--- src/include/husky_settings.svh ---
`ifndef HUSKY_SETTINGS_SVH
`define HUSKY_SETTINGS_SVH

// host register bus
`define REG_ADDR_W   8
`define REG_DATA_W   8

// capture FIFO
`define FIFO_WORD_W  18
`define FIFO_DEPTH   16
`define FIFO_CNT_W   5        // holds 0 to FIFO_DEPTH

`define HUSKY_ID     8'h48    // ID register value, ascii H

`define FLASH_BIT    3        // flash counter bit that drives the error LED

`endif
--- src/design/husky_pkg.sv ---
`include "husky_settings.svh"

package husky_pkg;

   // host register map
   typedef enum logic [`REG_ADDR_W-1:0] {
      REG_CTRL      = 8'h01,
      REG_CMD       = 8'h02,
      REG_STATUS    = 8'h03,
      REG_FIFO_DATA = 8'h04,
      REG_ID        = 8'h05
   } reg_addr_e;

   // capture source feeding the FIFO
   typedef enum logic {
      SRC_TRACE = 1'b0,
      SRC_LA    = 1'b1
   } capture_src_e;

   // which byte of the head word the host reads next
   typedef enum logic [1:0] {
      BYTE_LO,
      BYTE_MID,
      BYTE_HI
   } byte_sel_e;

endpackage

--- src/design/husky_ifs.sv ---
`timescale 1ns/10ps
`include "husky_settings.svh"

// single-cycle register access from the host port
interface reg_bus_if;
   logic [`REG_ADDR_W-1:0] addr;
   logic [`REG_DATA_W-1:0] wdata;
   logic                   read;    // one-cycle pulse
   logic                   write;   // one-cycle pulse

   modport master (output addr, output wdata, output read, output write);
   modport slave  (input addr, input wdata, input read, input write);
endinterface

// read side of the capture FIFO
interface fifo_rd_if;
   logic                    pop;    // one-cycle pulse, only when not empty
   logic [`FIFO_WORD_W-1:0] word;   // head word
   logic                    empty;
   logic                    full;
   logic [`FIFO_CNT_W-1:0]  count;

   modport fifo   (input pop, output word, output empty, output full, output count);
   modport reader (output pop, input word, input empty);
   modport status (input empty, input full, input count);
endinterface

--- src/design/husky_reg_top.sv ---
`timescale 1ns/10ps
`include "husky_settings.svh"

module husky_reg_top (
   input  logic                    clk_usb_buf,
   input  logic                    rst_i,
   input  logic [`REG_ADDR_W-1:0]  usb_addr_i,
   input  logic [`REG_DATA_W-1:0]  usb_wdata_i,
   input  logic                    usb_rdn_i,
   input  logic                    usb_wrn_i,
   input  logic                    usb_cen_i,
   output logic [`REG_DATA_W-1:0]  usb_data_o,
   output logic                    usb_rd_valid_o,
   input  logic                    trace_valid_i,
   input  logic [`FIFO_WORD_W-1:0] trace_data_i,
   output logic                    trace_ready_o,
   input  logic                    la_valid_i,
   input  logic [`FIFO_WORD_W-1:0] la_data_i,
   output logic                    la_ready_o,
   output logic                    led_error_o
);

   logic [`REG_DATA_W-1:0]  ctrl_rdata;
   logic [`REG_DATA_W-1:0]  fifo_rdata;
   husky_pkg::capture_src_e capture_src;
   logic                    capture_en;
   logic                    flush;
   logic                    underrun;

   reg_bus_if bus ();
   fifo_rd_if fifo ();

   usb_reg_port i_usb_reg_port (
      .clk_usb_buf    (clk_usb_buf),
      .rst_i          (rst_i),
      .usb_addr_i     (usb_addr_i),
      .usb_wdata_i    (usb_wdata_i),
      .usb_rdn_i      (usb_rdn_i),
      .usb_wrn_i      (usb_wrn_i),
      .usb_cen_i      (usb_cen_i),
      .ctrl_rdata_i   (ctrl_rdata),
      .fifo_rdata_i   (fifo_rdata),
      .usb_data_o     (usb_data_o),
      .usb_rd_valid_o (usb_rd_valid_o),
      .bus            (bus.master)
   );

   reg_control_bank i_reg_control_bank (
      .clk_usb_buf   (clk_usb_buf),
      .rst_i         (rst_i),
      .underrun_i    (underrun),
      .capture_src_o (capture_src),
      .capture_en_o  (capture_en),
      .flush_o       (flush),
      .rdata_o       (ctrl_rdata),
      .led_error_o   (led_error_o),
      .bus           (bus.slave),
      .fifo          (fifo.status)
   );

   // shared by trace and LA, one source at a time
   capture_fifo i_capture_fifo (
      .clk_usb_buf   (clk_usb_buf),
      .rst_i         (rst_i),
      .capture_src_i (capture_src),
      .capture_en_i  (capture_en),
      .flush_i       (flush),
      .trace_valid_i (trace_valid_i),
      .trace_data_i  (trace_data_i),
      .la_valid_i    (la_valid_i),
      .la_data_i     (la_data_i),
      .trace_ready_o (trace_ready_o),
      .la_ready_o    (la_ready_o),
      .rd            (fifo.fifo)
   );

   fifo_read_port i_fifo_read_port (
      .clk_usb_buf (clk_usb_buf),
      .rst_i       (rst_i),
      .flush_i     (flush),
      .rdata_o     (fifo_rdata),
      .underrun_o  (underrun),
      .bus         (bus.slave),
      .fifo        (fifo.reader)
   );

endmodule

--- src/design/fifo_read_port.sv ---
`timescale 1ns/10ps
`include "husky_settings.svh"

module fifo_read_port (
   input  logic                   clk_usb_buf,
   input  logic                   rst_i,
   input  logic                   flush_i,
   output logic [`REG_DATA_W-1:0] rdata_o,
   output logic                   underrun_o,
   reg_bus_if.slave               bus,
   fifo_rd_if.reader              fifo
);

   localparam int HI_W = `FIFO_WORD_W - 16;   // bits left for the top byte

   husky_pkg::byte_sel_e   byte_sel;
   logic                   data_rd;
   logic                   byte_rd;
   logic [`REG_DATA_W-1:0] cur_byte;

   assign data_rd    = bus.read && (bus.addr == husky_pkg::REG_FIFO_DATA);
   assign byte_rd    = data_rd & ~fifo.empty;
   assign underrun_o = data_rd & fifo.empty;   // host read ahead of the data

   // last byte consumed, release the word
   assign fifo.pop = byte_rd && (byte_sel == husky_pkg::BYTE_HI);

   always_comb begin
      case (byte_sel)
         husky_pkg::BYTE_LO:  cur_byte = fifo.word[7:0];
         husky_pkg::BYTE_MID: cur_byte = fifo.word[15:8];
         default:             cur_byte = {{(`REG_DATA_W-HI_W){1'b0}}, fifo.word[`FIFO_WORD_W-1:16]};
      endcase
   end

   always_ff @(posedge clk_usb_buf) begin
      if (rst_i) begin
         byte_sel <= husky_pkg::BYTE_LO;
      end else if (flush_i) begin
         byte_sel <= husky_pkg::BYTE_LO;
      end else if (byte_rd) begin
         case (byte_sel)
            husky_pkg::BYTE_LO:  byte_sel <= husky_pkg::BYTE_MID;
            husky_pkg::BYTE_MID: byte_sel <= husky_pkg::BYTE_HI;
            default:             byte_sel <= husky_pkg::BYTE_LO;
         endcase
      end
   end

   // empty reads return 0 like an unaddressed block
   always_ff @(posedge clk_usb_buf) begin
      rdata_o <= byte_rd ? cur_byte : '0;
   end

endmodule

--- src/design/capture_fifo.sv ---
`timescale 1ns/10ps
`include "husky_settings.svh"

module capture_fifo (
   input  logic                    clk_usb_buf,
   input  logic                    rst_i,
   input  husky_pkg::capture_src_e capture_src_i,
   input  logic                    capture_en_i,
   input  logic                    flush_i,
   input  logic                    trace_valid_i,
   input  logic [`FIFO_WORD_W-1:0] trace_data_i,
   input  logic                    la_valid_i,
   input  logic [`FIFO_WORD_W-1:0] la_data_i,
   output logic                    trace_ready_o,
   output logic                    la_ready_o,
   fifo_rd_if.fifo                 rd
);

   localparam int PTR_W = $clog2(`FIFO_DEPTH);

   logic [`FIFO_WORD_W-1:0] mem [`FIFO_DEPTH];
   logic [PTR_W-1:0]        wr_ptr;
   logic [PTR_W-1:0]        rd_ptr;
   logic [`FIFO_CNT_W-1:0]  count_q;
   logic                    la_sel;
   logic                    accept;
   logic                    push;
   logic                    do_pop;
   logic [`FIFO_WORD_W-1:0] push_data;

   assign la_sel = (capture_src_i == husky_pkg::SRC_LA);
   assign accept = capture_en_i & ~rd.full;

   // unselected source never sees ready
   assign trace_ready_o = accept & ~la_sel;
   assign la_ready_o    = accept & la_sel;

   assign push      = la_sel ? (la_valid_i & la_ready_o) : (trace_valid_i & trace_ready_o);
   assign push_data = la_sel ? la_data_i : trace_data_i;
   assign do_pop    = rd.pop & ~rd.empty;

   assign rd.word  = mem[rd_ptr];   // head word, read without latency
   assign rd.count = count_q;
   assign rd.empty = (count_q == '0);
   assign rd.full  = (count_q == `FIFO_CNT_W'(`FIFO_DEPTH));

   always_ff @(posedge clk_usb_buf) begin
      if (push) begin
         mem[wr_ptr] <= push_data;
      end
   end

   always_ff @(posedge clk_usb_buf) begin
      if (rst_i) begin
         wr_ptr  <= '0;
         rd_ptr  <= '0;
         count_q <= '0;
      end else if (flush_i) begin
         wr_ptr  <= '0;   // contents are simply abandoned
         rd_ptr  <= '0;
         count_q <= '0;
      end else begin
         if (push) begin
            wr_ptr <= wr_ptr + 1'b1;   // wraps, depth is a power of two
         end
         if (do_pop) begin
            rd_ptr <= rd_ptr + 1'b1;
         end
         if (push && !do_pop) begin
            count_q <= count_q + 1'b1;
         end else if (do_pop && !push) begin
            count_q <= count_q - 1'b1;
         end
      end
   end

endmodule

--- src/design/reg_control_bank.sv ---
`timescale 1ns/10ps
`include "husky_settings.svh"

module reg_control_bank (
   input  logic                    clk_usb_buf,
   input  logic                    rst_i,
   input  logic                    underrun_i,
   output husky_pkg::capture_src_e capture_src_o,
   output logic                    capture_en_o,
   output logic                    flush_o,
   output logic [`REG_DATA_W-1:0]  rdata_o,
   output logic                    led_error_o,
   reg_bus_if.slave                bus,
   fifo_rd_if.status               fifo
);

   logic                ctrl_wr;
   logic                cmd_wr;
   logic                error_q;     // sticky until cleared by CMD bit 1
   logic [`FLASH_BIT:0] flash_cnt;   // free running

   assign ctrl_wr = bus.write && (bus.addr == husky_pkg::REG_CTRL);
   assign cmd_wr  = bus.write && (bus.addr == husky_pkg::REG_CMD);

   assign flush_o     = cmd_wr & bus.wdata[0];   // lasts the write cycle only
   assign led_error_o = error_q & flash_cnt[`FLASH_BIT];

   always_ff @(posedge clk_usb_buf) begin
      if (rst_i) begin
         capture_src_o <= husky_pkg::SRC_TRACE;
         capture_en_o  <= 1'b0;
         error_q       <= 1'b0;
         flash_cnt     <= '0;
      end else begin
         flash_cnt <= flash_cnt + 1'b1;
         if (ctrl_wr) begin
            capture_src_o <= husky_pkg::capture_src_e'(bus.wdata[0]);
            capture_en_o  <= bus.wdata[1];
         end
         if (underrun_i) begin
            error_q <= 1'b1;
         end else if (cmd_wr && bus.wdata[1]) begin
            error_q <= 1'b0;
         end
      end
   end

   // read byte, registered at the end of the read cycle
   always_ff @(posedge clk_usb_buf) begin
      rdata_o <= '0;
      if (bus.read) begin
         case (bus.addr)
            husky_pkg::REG_CTRL: begin
               rdata_o <= {{(`REG_DATA_W-2){1'b0}}, capture_en_o, capture_src_o};
            end
            husky_pkg::REG_STATUS: begin
               rdata_o <= {fifo.count, error_q, fifo.full, fifo.empty};
            end
            husky_pkg::REG_ID: begin
               rdata_o <= `HUSKY_ID;
            end
            default: begin
               rdata_o <= '0;   // CMD and unmapped addresses
            end
         endcase
      end
   end

endmodule

--- src/design/usb_reg_port.sv ---
`timescale 1ns/10ps
`include "husky_settings.svh"

module usb_reg_port (
   input  logic                   clk_usb_buf,
   input  logic                   rst_i,
   input  logic [`REG_ADDR_W-1:0] usb_addr_i,
   input  logic [`REG_DATA_W-1:0] usb_wdata_i,
   input  logic                   usb_rdn_i,
   input  logic                   usb_wrn_i,
   input  logic                   usb_cen_i,
   input  logic [`REG_DATA_W-1:0] ctrl_rdata_i,
   input  logic [`REG_DATA_W-1:0] fifo_rdata_i,
   output logic [`REG_DATA_W-1:0] usb_data_o,
   output logic                   usb_rd_valid_o,
   reg_bus_if.master              bus
);

   logic rdn_q;      // strobes as seen on the previous edge
   logic wrn_q;
   logic rd_fall;
   logic wr_fall;
   logic rd_pend;    // blocks return their byte this cycle

   // falling strobe with chip enable low, read wins a tie
   assign rd_fall = rdn_q & ~usb_rdn_i & ~usb_cen_i;
   assign wr_fall = wrn_q & ~usb_wrn_i & ~usb_cen_i & ~rd_fall;

   always_ff @(posedge clk_usb_buf) begin
      if (rst_i) begin
         rdn_q          <= 1'b1;   // strobes idle high
         wrn_q          <= 1'b1;
         bus.read       <= 1'b0;
         bus.write      <= 1'b0;
         rd_pend        <= 1'b0;
         usb_rd_valid_o <= 1'b0;
      end else begin
         rdn_q          <= usb_rdn_i;
         wrn_q          <= usb_wrn_i;
         bus.read       <= rd_fall;
         bus.write      <= wr_fall;
         rd_pend        <= bus.read;
         usb_rd_valid_o <= rd_pend;
      end
   end

   // address and write data held from the strobe edge
   always_ff @(posedge clk_usb_buf) begin
      if (rd_fall | wr_fall) begin
         bus.addr  <= usb_addr_i;
         bus.wdata <= usb_wdata_i;
      end
   end

   // unaddressed blocks return 0, so a plain OR merges them
   always_ff @(posedge clk_usb_buf) begin
      if (rd_pend) begin
         usb_data_o <= ctrl_rdata_i | fifo_rdata_i;
      end
   end

endmodule

--- config.mk ---
export PLATFORM = sky130hd
export DESIGN_NAME = husky_reg_top
export DESIGN_NICKNAME = d
export VERILOG_FILES = /design/src/design/husky_pkg.sv /design/src/design/husky_ifs.sv /design/src/design/husky_reg_top.sv /design/src/design/fifo_read_port.sv /design/src/design/capture_fifo.sv /design/src/design/reg_control_bank.sv /design/src/design/usb_reg_port.sv
export VERILOG_INCLUDE_DIRS = /design/src /design/src/include
export SDC_FILE = /design/constraint.sdc
export NUM_CORES = 1
export LEC_CHECK = 0
export ABC_AREA = 0
export BUFFER_PORTS_ARGS = -buffer_cell sky130_fd_sc_hd__clkbuf_2
export CORE_MARGIN = 2
export CORE_UTILIZATION = 31
export DETAILED_ROUTE_END_ITERATION = 8
export SLEW_MARGIN = 10
export SYNTH_ARGS = -nofsm -noshare
export SYNTH_HDL_FRONTEND = slang
export SYNTH_SLANG_ARGS = --single-unit
--- constraint.sdc ---
create_clock -name clk_usb_buf -period 4.1 [get_ports clk_usb_buf]
set_input_delay 0.82 -clock clk_usb_buf [delete_from_list [all_inputs] [get_ports clk_usb_buf]]
set_output_delay 0.82 -clock clk_usb_buf [all_outputs]
set_load 0.01 [all_outputs]
# After elaboration in Yosys (flattened, before gate mapping)

Memories as Yosys holds them, arrays and structs flattened. A register that Yosys moved wholly into a read port is not among the register bits.
Index checks and enable logic that the tools add are counted.

Bits in registers: 62
Latch bits: 0
Bits in writable memories: 288
Bits in read-only memories: 0
Bits of input ports: 59
Output and inout bits: 12
Word-level logic and storage cells: 84
Memories: 1

Add/subtract/negate cells: 5
$mul: 0
Divide/modulo/power cells: 0
$lt $le $gt $ge: 0
Equal/unequal tests: 8
Shifts and indexed selects: 0
Muxes and demuxes: 13
Bitwise gates (word level): 24
Reduce and logical (&&, ||, !) cells: 14

Memories:

| memory             | words | width | read ports | clocked after Yosys merged registers in | wr ports | line               | RTL |
|---|---|---|---|---|---|---|---|
| i_capture_fifo.mem | 16    | 18    | 1          | 1                                       | 1        | capture_fifo.sv:21 | `` logic [`FIFO_WORD_W-1:0] mem [`FIFO_DEPTH]; `` |

Operators by type and width:

| operator                                                           | count |
|---|---|
| 8-bit case mux with 3 select lines                                 | 1 |
| 18-bit 2-to-1 mux                                                  | 1 |
| 8-bit by 2-bit == test with 1-bit output, second input constant    | 2 |
| 8-bit by 3-bit == test with 1-bit output, second input constant    | 2 |
| 8-bit case mux with 2 select lines                                 | 1 |
| 1-bit AND                                                          | 15 |
| 4-bit by 1-bit adder with 4-bit output, second input constant      | 3 |
| 5-bit 2-to-1 mux                                                   | 2 |
| 8-bit by 1-bit == test with 1-bit output, second input constant    | 1 |
| 4-bit 2-to-1 mux                                                   | 2 |
| 8-bit OR                                                           | 1 |
| 1-bit logical AND                                                  | 7 |
| 1-bit NOT                                                          | 7 |
| 5-bit by 1-bit adder with 5-bit output, second input constant      | 1 |
| 5-bit == test, second input constant                               | 1 |
| 5-bit zero test                                                    | 1 |
| 1-bit 2-to-1 mux                                                   | 5 |
| 5-bit by 1-bit subtractor with 5-bit output, second input constant | 1 |
| 2-bit case mux with 2 select lines                                 | 1 |
| 2-bit nonzero test                                                 | 2 |
| 2-bit by 1-bit == test with 1-bit output, second input constant    | 1 |
| 2-bit == test, second input constant                               | 1 |
| 1-bit zero test                                                    | 2 |
| 2-bit zero test                                                    | 1 |
| 2 further kinds                                                    | 2 |

# Logic depth before layout (Yosys ltp)

Depth after elaboration: 10
Depth in mapped cells: 12
Gate-level depth less buffers: 12

# Cells and area by module

A second synthesis with hierarchy kept.

Cell total of the unflattened synthesis: 732
Area total of the unflattened synthesis: 14042.2 µm²

Modules (own cells, without submodules):

| module           | instances | cells each | area each (µm²) | sequential area each (µm²) |
|---|---|---|---|---|
| capture_fifo     | 1         | 582        | 11950.2         | 8988.6 |
| usb_reg_port     | 1         | 47         | 977.2           | 840.8 |
| reg_control_bank | 1         | 57         | 610.6           | 300.3 |
| fifo_read_port   | 1         | 46         | 504.2           | 200.2 |

# Worst setup path before layout

OpenSTA, ideal clock, no wires.

Path kind: input -> register
Start: input port la_valid_i
End: memory i_capture_fifo.mem[4][0] (netlist bit), enable pin
Library setup time: 0.416 ns
Arrival: 2.687 ns
Required time: 3.684 ns
Slack: 0.998 ns
Cell stages on the path: 4
Path buffers: 0
Cells stage by stage: mux2i_1 > nor2_1 > nand2_1 > nor3_1

Cells in the longest elaborated chain, start to end: 4

RTL lines:

| item                                   | line                | RTL |
|---|---|---|
| from (decl)                            | husky_reg_top.sv:17 | `input logic la_valid_i,` |
| 1-bit AND                              | capture_fifo.sv:38  | `assign push = la_sel ? (la_valid_i & la_ready_o) : (trace_valid_i & trace_ready_o);` |
| 1-bit 2-to-1 mux                       | capture_fifo.sv:38  |  |
| via i_capture_fifo.push                | capture_fifo.sv:27  | `logic push;` |
| 1-bit 2-to-1 mux                       | capture_fifo.sv:48  | `if (push) begin` |
| 1-bit 2-to-1 mux (implied by the code) | capture_fifo.sv:49  | `mem[wr_ptr] <= push_data;` |
| to (decl)                              | capture_fifo.sv:21  |  |

The timed path passes the listed nets, and every way through them passes these cells.

# Worst setup path after layout

Start: register i_usb_reg_port.bus.addr[5]
End: register i_capture_fifo.count_q[4] (netlist: i_capture_fifo.rd.count[4])

Cells in the longest elaborated chain, start to end: 8
Elaborated cells on any way between the ends: 14
Classes of those cells: eq/ne (2); mux (1); bitwise (3); reduce/logical (8)

RTL lines:

| item                                                   | line                 | RTL |
|---|---|---|
| from (decl)                                            | husky_ifs.sv:11      | `modport master (output addr, output wdata, output read, output write);` |
| from (signal assigned)                                 | usb_reg_port.sv:50   | `bus.addr <= usb_addr_i;` |
| 8-bit by 3-bit == test with 1-bit output               | fifo_read_port.sv:21 | `assign data_rd = bus.read && (bus.addr == husky_pkg::REG_FIFO_DATA);` |
| 1-bit logical AND                                      | fifo_read_port.sv:21 |  |
| 1-bit AND                                              | fifo_read_port.sv:22 | `assign byte_rd = data_rd & ~fifo.empty;` |
| 1-bit logical AND                                      | fifo_read_port.sv:26 | `assign fifo.pop = byte_rd && (byte_sel == husky_pkg::BYTE_HI);` |
| 1-bit AND                                              | capture_fifo.sv:40   | `assign do_pop = rd.pop & ~rd.empty;` |
| 1-bit zero test                                        | capture_fifo.sv:69   | `if (push && !do_pop) begin` |
| 1-bit logical AND                                      | capture_fifo.sv:69   |  |
| 5-bit 2-to-1 mux or 2-bit nonzero test (tied branches) | n/a                  |  |
| to (signal assigned)                                   | capture_fifo.sv:70   | `count_q <= count_q + 1'b1;` |
| to (signal assigned)                                   | capture_fifo.sv:72   | `count_q <= count_q - 1'b1;` |
| to (decl)                                              | capture_fifo.sv:24   | `` logic [`FIFO_CNT_W-1:0] count_q; `` |

Parallel ways exist; a longest one is shown, timed or not.
A chain may end at the register's enable or synchronous reset.

==> results.md <==
Setup path:
- For the worst setup path, the data required time is 4.49 ns.
- The slowest cell on the critical path is or4_4.
- The worst register-to-register path has a setup slack of 0.76 ns.
- The data arrival at the endpoint of the critical path is 3.73 ns.
- The worst-path maximum fanout is 6.
- The depth of the worst register-to-register path is 12.
- Walking the worst path, the cells encountered are or4_4, nor4_4, nand4b_4, ha_1, inv_1, ha_1, nor2b_1, o21a_1, or3_1, a21oi_1, xnor2_1, nor2_1.
- The largest single stage delay on the critical path is 0.57 ns.
- The reg-to-reg critical path startpoint is i_usb_reg_port.bus.addr[5].
- STA classifies the critical path startpoint as a register.
- The nature of the critical path endpoint is a register.
- The most numerous cell type found on the critical path is ha_1.
- The capture point of the worst reg-to-reg path is i_capture_fifo.rd.count[4].
- The critical path in this run is classified as reg -> reg.

Logic synthesis:
- The average size of a mapped cell is 18.7 um^2.
- The most used flip-flop cell after synthesis is edfxtp_1.
- The post-synthesis cell area is 0.0138 mm^2.
- After technology mapping, the gate count stands at 740.
- The synthesized design contains 354 register bits.
- Of the synthesized area, sequential elements account for 0.735.
- The number of enable flip-flop cells after synthesis is 306.
- The post-synthesis cell type count is 49.
- The synthesized net count is 811.
- The share of synthesized registers carrying an async set or reset is 0.
- Yosys printed 0 warnings.

Layout:
- After the last flow step, the layout net total stands at 913.
- The core utilization of the finished layout is 0.365.
- The fill cell total of the finished layout is 4166.
- The repair_antennas step left the layout with diodes totalling 0.
- The top cell types in the final layout, fill and taps aside, are 306 x edfxtp_1, 74 x mux4_2, 64 x clkbuf_2.
- The library cell used most frequently in the layout, excluding fill and tap cells, is edfxtp_1.
- Of the cells placed in the final design, the portion with a size suffix greater than 1 is 0.311.
- The relative area change from synthesis to final layout is 16.6%.

Power:
- Of the total power, combinational logic draws 0.013.
- VDD sags by at most 0.309 mV.
- The share of total power dissipated in sequential elements is 0.555.
- The internal power of the cells is 5670 uW.
- In this run the power density over the cells is 440 mW/mm^2.
- The share of total power dissipated in the clock network is 0.432.
- Of the total power, the share spent switching nets is 0.199.
- The power dissipated by switching net loads is 1410 uW.
- The analysis attributes to cell leakage a power of 0.00521 uW.

Timing:
- The shortest clock period the worst path allows after layout is 3.34 ns.
- The setup TNS is 0 ns.
- The number of hold-slack violations in the final timing report was 0.
- The setup slack of the critical path after layout is 0.758 ns.
- The total count of max-transition violations in the final report is 0.
- Across the routed clock network, the largest skew measured is 0.0207 ns.
- The measured slew at the worst slew-check pin is 0.931 ns.
- The setup-violating endpoint count in the final report is 0.
- Dividing the final minimum period by the clock period gives 0.815.
- Static timing analysis puts the maximum clock frequency at 299 MHz.
- The remaining max-slew budget at the tightest pin is 0.380.
- Setup repair after global routing left no endpoint under its margin.

Global routing:
- The first-pass GRT wire length is 45700 um.
- The aggregate global-route resource usage is 0.132.
- Entering global routing, the biggest net connects 32 pins.
- The initial antenna violation count is 0.
- The number of global-route vias before repair is 7241.
- The remaining global-route overflow is 0.

Routing:
- In the routed design, unresolved DRC markers number 0.
- The routed layout has 7037 vias.
- In the final routed layout, each cell accounts on average for 20.8 um.
- After detailed routing, the number of vias per cell comes to 4.83.
- The total iterations of the first detailed-routing run is 4.
- The detailed router finished its first iteration with 682 violations.
- The detail route stage leaves a number of antenna-violating nets equal to 0.
- Wires add up to 30300 um.

Worst hold path:
- The depth of the worst hold-timing path is 1.
- The worst hold path terminates at i_reg_control_bank.flash_cnt[0].
- The start point of the worst min-delay path is i_reg_control_bank.flash_cnt[0].
- The class of the most critical hold timing path is reg -> reg.

Clock network:
- Hold repair after CTS inserted 0 buffers.
- The number of resized instances in the post-cts repair step is 0.
- The number of sinks driven by the clock tree is 354.
- The number of post-CTS setup repair buffers is 0.
- The clock latency on the worst-skew pair is 0.54 ns.
- TritonCTS built the clock tree.
- The master cell of the clock root buffer is clkbuf_16.
- The total CTS buffers is 37.
- The clock tree synthesis step divided the H-tree into 2 levels.
- After clock tree synthesis, the clock-pin slew on the worst setup and hold paths is 0.06 ns.
- The number of buffers between clock root and the deepest sink is 3.

Place:
- Input and output buffers added on the ports amount to 64.
- The routability congestion estimate from global placement is 0.765.
- The worst setup timing slack at the placement stage is 0.750 ns.
- The detailed-placement wirelength estimate is 17800 um.

Status:
- The run finished with clean final reports.

Floorplan:
- The core region is 0.0441 mm^2.
- The die covers 0.0462 mm^2.
- The die is 215 um wide.
- In this run the count of I/O pins placed on the die edge is 71.
- In this run the vertical extent of the chip is 215 um.
- The number of placement rows is 77.
- For this configuration, the core starts out at a cell density of 0.313.

Run:
- The number of max-cap violations is 0.
through the flow:
step	total power [uW]	cell area, um^2	instances	hold slack [ns]
final	7080	16100	1458	0.461
after global routing	7320	16100	1458	0.455
after CTS	7170	16100	1458	0.452
after detailed placement	4100	15000	1395	0.454
after global placement	4090	15000	1395	0.426
after floorplan	4050	13800	740	0.418
layer usage:
layer | global-route usage | vias to the layer above | share of wire | wire, um
li1 | - | 3136 | - | -
met1 | 0.183 | 3658 | 0.45 | 13800
met2 | 0.209 | 192 | 0.47 | 14200
met3 | 0.0277 | 51 | 0.052 | 1560
met4 | 0.0423 | 0 | 0.024 | 721
met5 | 0 | - | 0 | 0
critical path, delay by kind of cell, from the launching register on:
family,cells,cell delay [ns]
and+or+nand+nor,6,1.68
adders and majority gates,2,0.55
DFF,1,0.35
AOI/OAI and AO/OA,2,0.35
buffers and inverters,1,0.14
xor gates and xnor gates,1,0.13
flip-flops by register name (all words and copies together), names as in the netlist, named ones only:
signal / flops
i_fifo_read_port.byte_sel: 2
i_usb_reg_port.bus.write: 1
i_fifo_read_port.rdata_o: 8
i_reg_control_bank.flash_cnt: 4
i_usb_reg_port.rdn_q: 1
i_capture_fifo.wr_ptr: 4
i_usb_reg_port.wrn_q: 1
i_usb_reg_port.bus.addr: 8
i_usb_reg_port.usb_rd_valid_o: 1
i_capture_fifo.mem: 288
i_reg_control_bank.capture_src_o: 1
i_reg_control_bank.error_q: 1
i_usb_reg_port.rd_pend: 1
i_usb_reg_port.usb_data_o: 8
i_capture_fifo.rd_ptr: 4
i_reg_control_bank.capture_en_o: 1
i_usb_reg_port.bus.read: 1
i_reg_control_bank.rdata_o: 8
i_capture_fifo.rd.count: 5
i_usb_reg_port.bus.wdata: 2
how the worst max path moves through the flow:
| stage | start | cells past startpoint | endpoint | slack, ns |
|---|---|---|---|---|
| after CTS | i_usb_reg_port.bus.addr[5] | 12 | i_capture_fifo.rd.count[4] | 0.72 |
| after global routing | i_usb_reg_port.bus.addr[5] | 12 | i_capture_fifo.rd.count[4] | 0.56 |
| after global placement | i_usb_reg_port.bus.addr[5] | 12 | i_capture_fifo.rd.count[4] | 0.78 |
| after detailed placement | i_usb_reg_port.bus.addr[5] | 12 | i_capture_fifo.rd.count[4] | 0.75 |
| final | i_usb_reg_port.bus.addr[5] | 12 | i_capture_fifo.rd.count[4] | 0.76 |
| after floorplan | la_valid_i | 4 | i_capture_fifo.mem[4][0] | 1.0 |
cell families after synthesis:
kind of cell    after synthesis  share of synthesized area
xor+xnor                     11                    0.00698
compound gates               49                     0.0236
simple gates                153                     0.0578
buf+inv                      51                     0.0161
mux                         110                      0.149
fa+ha+maj                    12                     0.0114
flops                       354                      0.735
synthesized netlist by cell type (2+ instances only):
| library cell | number | area, um^2 |
|---|---|---|
| a211oi_1 | 7 | 52.6 |
| a21oi_1 | 16 | 80.1 |
| a311oi_1 | 9 | 78.8 |
| a31oi_1 | 2 | 12.5 |
| and2_1 | 18 | 113 |
| buf_2 | 10 | 50.1 |
| buf_4 | 5 | 37.5 |
| clkbuf_1 | 21 | 78.8 |
| dfxtp_1 | 48 | 961 |
| edfxtp_1 | 306 | 9190 |
| ha_1 | 11 | 138 |
| inv_1 | 15 | 56.3 |
| mux2_2 | 23 | 259 |
| mux2i_1 | 13 | 130 |
| mux4_2 | 74 | 1670 |
| nand2_1 | 24 | 90.1 |
| nand2b_1 | 3 | 18.8 |
| nand3_1 | 9 | 45.0 |
| nand3b_1 | 3 | 22.5 |
| nand4_1 | 2 | 12.5 |
| nor2_1 | 50 | 188 |
| nor2b_1 | 10 | 62.6 |
| nor3_1 | 10 | 50.1 |
| nor4_1 | 2 | 12.5 |
| o21ai_0 | 5 | 25.0 |
| or2_2 | 10 | 62.6 |
| or3_1 | 3 | 18.8 |
| xnor2_1 | 5 | 43.8 |
| xor2_1 | 6 | 52.6 |
final cells by class:
| class | instances | area (um^2) | area share |
|---|---|---|---|
| well taps | 592 | 741 | 0.0460 |
| flip-flops and latches | 354 | 10200 | 0.631 |
| clock buffers | 48 | 988 | 0.0614 |
| repair buffers | 99 | 583 | 0.0362 |
| inverters | 15 | 56.3 | 0.00350 |
| clock inverters | 15 | 103 | 0.00638 |
| multi-input cells | 335 | 3460 | 0.215 |
power groups by stage:
stage / Clock, uW / Combinational (uW) / Sequential, uW
final: 3060 / 91.0 / 3930
after global routing: 3290 / 103 / 3930
after CTS: 3150 / 93.8 / 3930
after detailed placement: 0 / 92.6 / 4000
after global placement: 0 / 88.6 / 4000
after floorplan: 0 / 43.9 / 4000
No activity file was read; power rests on OpenSTA's default activity.
